$ cat src/hdl/pp_cfg_pkg.sv
`default_nettype none

package pp_cfg_pkg;

    // ============================================================
    // sizes
    // ============================================================
    // output channels handled per group
    localparam int TOUT         = 4;
    localparam int W_SIZE       = 8;
    localparam int W_CHN        = 6;

    localparam int PSUM_DW      = 32;
    localparam int OUT_DW       = 8;

    // bias and scale buffers, one word per output channel
    localparam int AFFINE_DW    = 32;
    localparam int AFFINE_AW    = 9;
    localparam int AFFINE_DEPTH = 512;

    // one psum entry per column
    localparam int PSUM_AW      = 8;
    localparam int PSUM_DEPTH   = 256;

    localparam int OFM_AW       = 20;

    // ============================================================
    // scalar types
    // ============================================================
    typedef logic        [W_SIZE-1:0]    size_t;
    typedef logic        [W_CHN-1:0]     chn_t;
    typedef logic signed [PSUM_DW-1:0]   psum_t;
    typedef logic        [3:0]           shift_t;
    typedef logic        [AFFINE_AW-1:0] affine_addr_t;
    typedef logic        [OFM_AW-1:0]    ofm_addr_t;

endpackage

`default_nettype wire

$ cat src/hdl/pp_data_pkg.sv
`default_nettype none

package pp_data_pkg;

    // one partial sum per output lane
    typedef pp_cfg_pkg::psum_t [pp_cfg_pkg::TOUT-1:0] psum_vec_t;

    // beat from the PE array
    typedef struct packed {
        logic               vld;
        logic               first;
        logic               last;
        pp_cfg_pkg::size_t  row;
        pp_cfg_pkg::size_t  col;
        pp_cfg_pkg::chn_t   grp;
        psum_vec_t          data;
    } pe_beat_t;

    // packed output pixels, lane 0 in the low byte
    typedef struct packed {
        logic [pp_cfg_pkg::TOUT-1:0][pp_cfg_pkg::OUT_DW-1:0] lane;
    } ofm_word_t;

    // scale word, only the low byte carries the one-hot value
    typedef struct packed {
        logic [pp_cfg_pkg::AFFINE_DW-9:0] rsvd;
        logic [7:0]                       onehot;
    } scale_view_t;

    // same stream word seen as bias or as scale
    typedef union packed {
        logic signed [pp_cfg_pkg::AFFINE_DW-1:0] bias;
        scale_view_t                             scale;
    } affine_word_u;

endpackage

`default_nettype wire

$ cat src/hdl/affine_loader.sv
`default_nettype none

module affine_loader (
    input  wire logic                      clk,
    input  wire logic                      rstn,
    input  wire logic                      i_load_bias,
    input  wire logic                      i_load_scale,
    input  wire pp_cfg_pkg::chn_t          i_chn_groups,
    input  wire pp_data_pkg::affine_word_u i_rd_data,
    input  wire logic                      i_rd_vld,
    output      logic                      o_bias_we,
    output      logic                      o_scale_we,
    output      pp_cfg_pkg::affine_addr_t  o_waddr,
    output      pp_data_pkg::affine_word_u o_wdata,
    output      logic                      o_load_done
);

    import pp_cfg_pkg::*;
    import pp_data_pkg::*;

    logic         load_bias_d;
    logic         load_scale_d;
    logic         busy;
    logic         to_scale;
    affine_addr_t waddr;
    affine_word_u wdata_q;
    logic         wvld_q;
    affine_addr_t load_words;
    logic         last_wr;

    wire bias_start  = i_load_bias & ~load_bias_d;
    wire scale_start = i_load_scale & ~load_scale_d;

    // TOUT words per channel group
    assign load_words = affine_addr_t'(i_chn_groups) * affine_addr_t'(TOUT);
    assign last_wr    = busy & wvld_q & (waddr == load_words - 1'b1);

    // stream word held one cycle before the write
    always_ff @(posedge clk) begin
        wdata_q <= i_rd_data;
    end

    always_ff @(posedge clk or negedge rstn) begin
        if (!rstn) begin
            load_bias_d  <= 1'b0;
            load_scale_d <= 1'b0;
            wvld_q       <= 1'b0;
            busy         <= 1'b0;
            to_scale     <= 1'b0;
            waddr        <= '0;
            o_load_done  <= 1'b0;
        end else begin
            load_bias_d  <= i_load_bias;
            load_scale_d <= i_load_scale;
            wvld_q       <= i_rd_vld;
            o_load_done  <= last_wr & to_scale;
            if (!busy && (bias_start || scale_start)) begin
                busy     <= 1'b1;
                // bias wins when both rise together
                to_scale <= ~bias_start;
                waddr    <= '0;
            end else if (busy && wvld_q) begin
                waddr <= waddr + 1'b1;
                if (last_wr) begin
                    busy <= 1'b0;
                end
            end
        end
    end

    assign o_bias_we  = busy & wvld_q & ~to_scale;
    assign o_scale_we = busy & wvld_q & to_scale;
    assign o_waddr    = waddr;
    assign o_wdata    = wdata_q;

endmodule

`default_nettype wire

$ cat config.mk
export PLATFORM = sky130hd
export DESIGN_NAME = affine_loader
export DESIGN_NICKNAME = d
export VERILOG_FILES = /design/src/hdl/pp_cfg_pkg.sv /design/src/hdl/pp_data_pkg.sv /design/src/hdl/affine_loader.sv
export SDC_FILE = /design/constraint.sdc
export NUM_CORES = 1
export LEC_CHECK = 0
export ABC_AREA = 1
export BUFFER_PORTS_ARGS = -buffer_cell sky130_fd_sc_hd__buf_4
export CAP_MARGIN = 20
export CORE_UTILIZATION = 43
export DETAILED_ROUTE_END_ITERATION = 6
export PLACE_DENSITY_LB_ADDON = 0.25
export REMOVE_ABC_BUFFERS = 1
export SLEW_MARGIN = 20
export SYNTH_ARGS = -nofsm -noshare
export SYNTH_HDL_FRONTEND = slang
export SYNTH_SLANG_ARGS = --single-unit
$ cat constraint.sdc
create_clock -name clk -period 1.8 [get_ports clk]
set_input_delay 0.18 -clock clk [delete_from_list [all_inputs] [get_ports clk]]
set_output_delay 0.18 -clock clk [all_outputs]
set_load 0.03 [all_outputs]
**After elaboration in Yosys (flattened, before gate mapping)**

Index checks and enable logic that the tools add are counted.

- Flip-flop bits (word level): 47
- Bits in latches: 0
- Memory bits (writable): 0
- ROM bits: 0
- Input port bits: 43
- Output and inout port bits: 44
- Word-level logic and storage cells: 34
- Memories kept: 0

- Add/sub/neg operators: 2
- Multipliers: 0
- Divide/modulo/power cells: 0
- Order comparisons: 0
- Equality and inequality tests: 1
- Shift-type cells: 0
- Multiplexer cells: 5
- Bitwise logic cells: 11
- Reduce and logical (&&, ||, !) cells: 7

Operators by type and width:

| cell | number |
|---|---|
| 9-bit two-way mux | 2 |
| 9-bit by 1-bit adder with 9-bit output, second input constant | 1 |
| 9-bit == test | 1 |
| 8-bit by 1-bit subtractor with 9-bit output, second input constant | 1 |
| 1-bit AND | 7 |
| 1-bit NOT | 4 |
| 2-bit nonzero test | 2 |
| 1-bit two-way mux | 3 |
| 1-bit logical AND | 2 |
| 2-bit AND reduction | 1 |
| 1-bit zero test | 1 |
| 1-bit logical OR | 1 |

**Depth between registers and ports, before layout**

- Depth after elaboration: 6
- Mapped depth: 12
- Gate-level depth less buffers: 12

**Least setup slack after synthesis**

No wires, ideal clock.

- Path kind: reg2reg
- Start: register waddr[0], in the netlist o_waddr[0]
- End: register busy
- Setup time: 121 ps
- Data arrival time: 1,346 ps
- Data required time: 1,679 ps
- Path slack: 333 ps
- Cell stages (with the launch flop): 11
- Buffers on the path: 0
- Period minus slack after synthesis: 1,467 ps
- Cell sequence: dfrtp_1 -> ha_1 -> inv_1 -> nor2_8 -> nand2_1 -> nor2_1 -> nand2_1 -> nor2_1 -> nand2_1 -> nand2_1 -> nand2_1

- Cells in the longest elaborated chain, start to end: 4

RTL lines:

| item | line | source |
|---|---|---|
| start, declared | affine_loader.sv:25 | `affine_addr_t waddr;` |
| start signal, assigned | affine_loader.sv:63 | `waddr <= waddr + 1'b1;` |
| 9-bit == test | affine_loader.sv:36 | `assign last_wr = busy & wvld_q & (waddr == load_words - 1'b1);` |
| 1-bit AND | affine_loader.sv:36 |  |
| 2-bit nonzero test (no source line) | - |  |
| 2-bit AND reduction (no source line) | - |  |
| end signal, assigned | affine_loader.sv:48 | `busy <= 1'b0;` |
| end signal, assigned | affine_loader.sv:58 | `busy <= 1'b1;` |
| end signal, assigned | affine_loader.sv:65 | `busy <= 1'b0;` |
| end, declared | affine_loader.sv:23 | `logic busy;` |

No other way between the ends.
A chain may end at the register's enable or synchronous reset.

**Final worst setup path**

- Start: input i_load_bias
- End: register waddr[0], in the netlist o_waddr[0]

- Cells in the longest elaborated chain, start to end: 4
- Elaborated cells between the ends (all ways): 5
- Classes of those cells: mux (1); bitwise (1); reduce/logical (3)

RTL lines:

| item | line | source |
|---|---|---|
| start, declared | affine_loader.sv:6 | `input wire logic i_load_bias,` |
| 1-bit AND (*) | affine_loader.sv:31 | `wire bias_start = i_load_bias & ~load_bias_d;` |
| 1-bit logical OR (*) | affine_loader.sv:57 | `if (!busy && (bias_start \|\| scale_start)) begin` |
| 1-bit logical AND (*) | affine_loader.sv:57 |  |
| 9-bit two-way mux or 2-bit nonzero test (tied branches) | - |  |

Every way passes the cells marked *; elsewhere a longest branch is shown, timed or not.

==> run metrics <==
row cnt=21; Sink Count=47; GRT overflow=0; Wirelength per Cell=14.6 um; CP max-delay cell=dlygate4sd3_1; share of layout cells above drive strength 1=0.351; CP endpoint kind=flop; Area contributors post-synth=dfxtp_1 (40%), dfrtp_1 (23%), nand2_1 (11%); GRT Overall Usage=0.270; Peak Freq=0.655 GHz; Die X=63.0 um; slack of the critical path=0.274 ns; syn_area_per_cell=9.47 um^2; routed vias=1596; setup tns final=0 ns; CTS Buf Count=5; Post-DRT Antenna Nets=0; largest net degree at the start of global routing=16; register area=1020 um^2; H-tree levels=2; Max FO, Critical Path=6; Yosys top cell by area=dfxtp_1; area occupied by multi-input gates=498 um^2; GP Congestion=0.759; Max-Cap Viols=0; CTS clk-pin slew, worst paths=0.09 ns; post-layout min period=1.53 ns; CTS tree=built; Worst Skew=0.00637 ns; initial DRC count=83; core box area=3440 um^2; Max clock buf depth=2; Fillers=210; flops & latches, synth=47; CTS Root Cell=clkbuf_8; most frequent cells in the layout=buf_4 (86), nand2_1 (48), dlygate4sd3_1 (36); cells on worst reg2reg path=10; Tot Pwr=0.00308 W; worst hold path type=primary input to async pin; met2 GRT Util=0.458; # setup viols final=0; pre-CTS setup slack=0.347 ns; Worst EP required=1.98 ns; Final period util=0.848; Worst EP arrival=1.70 ns; Yosys cell types=22; post-CTS setup buffers=0; leakage power=1.46 nW; worst rel slew slack=0.795; Die H=63.0 um; Resize count post-CTS=0; CP Class=primary input to flop; Tightest Pin Transition=0.304 ns; clock insertion delay at the later pin of the skew report=0.30 ns; Final Hold Viols=0; # port buffers=86; Netlist Area Pre-Place=1600 um^2; Pins Over Slew Limit=0; initial core utilization=0.465; power density over the cells=1100 nW/um^2; Nets=343; most common cell after layout, fill and taps aside=buf_4; gr busiest metal=met2; DP HPWL=2860 um; CP max stage delay=0.56 ns; CP Cell Sequence=dlygate4sd3_1, buf_4, nor3b_2, nor2_4, inv_2, nor2_1, nand2_1, o21ai_0; RSZ-0062 raised after global routing=no; Vias/cell=4.63; Max IR drop VDD=0.982 mV; Die ar.=3970 um^2; initial antenna violation count=0; DRT Pass-1 Iters=4; # DRC=0; DRT Wirelength=5050 um; io pins=87; Synth-to-Final Area Change=74.7%; FF-to-FF setup slack=0.28 ns; vias in the first global route=1654; Yosys top cell area share=0.400; diode count=0; startpoint class of the critical path=primary input; outcome=completed; GR Util met3=0.0949; yosys warns=0; Synth Instances=169; first-pass GRT wire length=8020 um; sequential area share after synthesis=0.635; Min Hold Slack=0.266 ns; met1 GRT Util=0.309
==> power breakdown <==
part           total [W]  internal [W]  switching (W)
Sequential       0.00131       0.00116       0.000146
Combinational   0.000924      0.000379       0.000545
Clock           0.000845      0.000498       0.000347
==> layout make-up <==
| class | instances | area share |
|---|---|---|
| Inverter | 23 | 0.0309 |
| Sequential cell | 47 | 0.363 |
| Timing Repair Buffer | 122 | 0.360 |
| Clock buffer | 6 | 0.0336 |
| Multi-Input combinational cell | 99 | 0.178 |
| Tap cell | 46 | 0.0206 |
| Clock inverter | 2 | 0.0134 |
==> worst paths after layout <==
kind	endpoint	startpoint
worst max-delay path	o_waddr[0]$_DFFE_PN0P_	i_load_bias
worst min-delay path	o_load_done$_DFF_PN0_	rstn
worst max register to register	busy$_DFFE_PN0P_	o_waddr[0]$_DFFE_PN0P_
worst min register to register	to_scale$_DFFE_PN0P_	load_bias_d$_DFF_PN0_
max in group asynchronous	o_waddr[4]$_DFFE_PN0P_	rstn
min in group clk	o_load_done$_DFF_PN0_	i_chn_groups[5]
==> registers in the layout, indices dropped and copies added (netlist names) <==
name          count
o_load_done       1
load_scale_d      1
busy              1
wvld_q            1
to_scale          1
o_waddr           9
load_bias_d       1
o_wdata          32
==> kinds of logic (layout without fill, tap and decap cells) <==
family | after synthesis | after routing | share of synthesized area
AOI/OAI and AO/OA | 10 | 10 | 0.0344
xor gates and xnor gates | 1 | 1 | 0.00547
adders and majority gates | 2 | 2 | 0.0156
buffers and inverters | 23 | 153 | 0.0539
DFF | 47 | 47 | 0.635
and+or+nand+nor | 86 | 86 | 0.256
==> repair_timing <==
item	4_1_cts	5_1_grt
setup endpoints to repair	0	0
hold endpoints to repair	50	0
hold buffers	36	0
==> critical path: cells and delay by family <==
kind / cells / cell delay, ns
buf+inv: 3 / 0.79
simple gates: 4 / 0.58
compound gates: 1 / 0.15
==> through the flow <==
stage          utilization  instance area [um^2]  cells
2_1_floorplan            -                  1600    169
3_3_place_gp         0.669                  2300    301
3_5_place_dp         0.669                  2300    301
4_1_cts              0.812                  2800    345
5_1_grt              0.812                  2800    345
6_report             0.812                  2800    345
==> synthesized netlist by cell type <==
master,count
dfxtp_1,32
ha_1,2
and3_1,1
inv_1,22
dfrtp_1,15
nand2_4,1
xnor2_1,1
nor3b_2,1
a21oi_1,5
nor2_4,2
nand2_1,48
nand2_2,3
o21ai_0,3
inv_2,1
nor2_1,16
nand3_1,7
nor2_2,1
a22o_1,1
nor2_8,1
nor3_1,4
nor3_4,1
a31oi_1,1
==> routing by layer <==
layer / up-vias / share of wire
met4: 0 / 0.024
met5: - / 0
li1: 772 / -
met2: 78 / 0.50
met1: 732 / 0.39
met3: 14 / 0.085
Power figures use the tool's default switching activity.
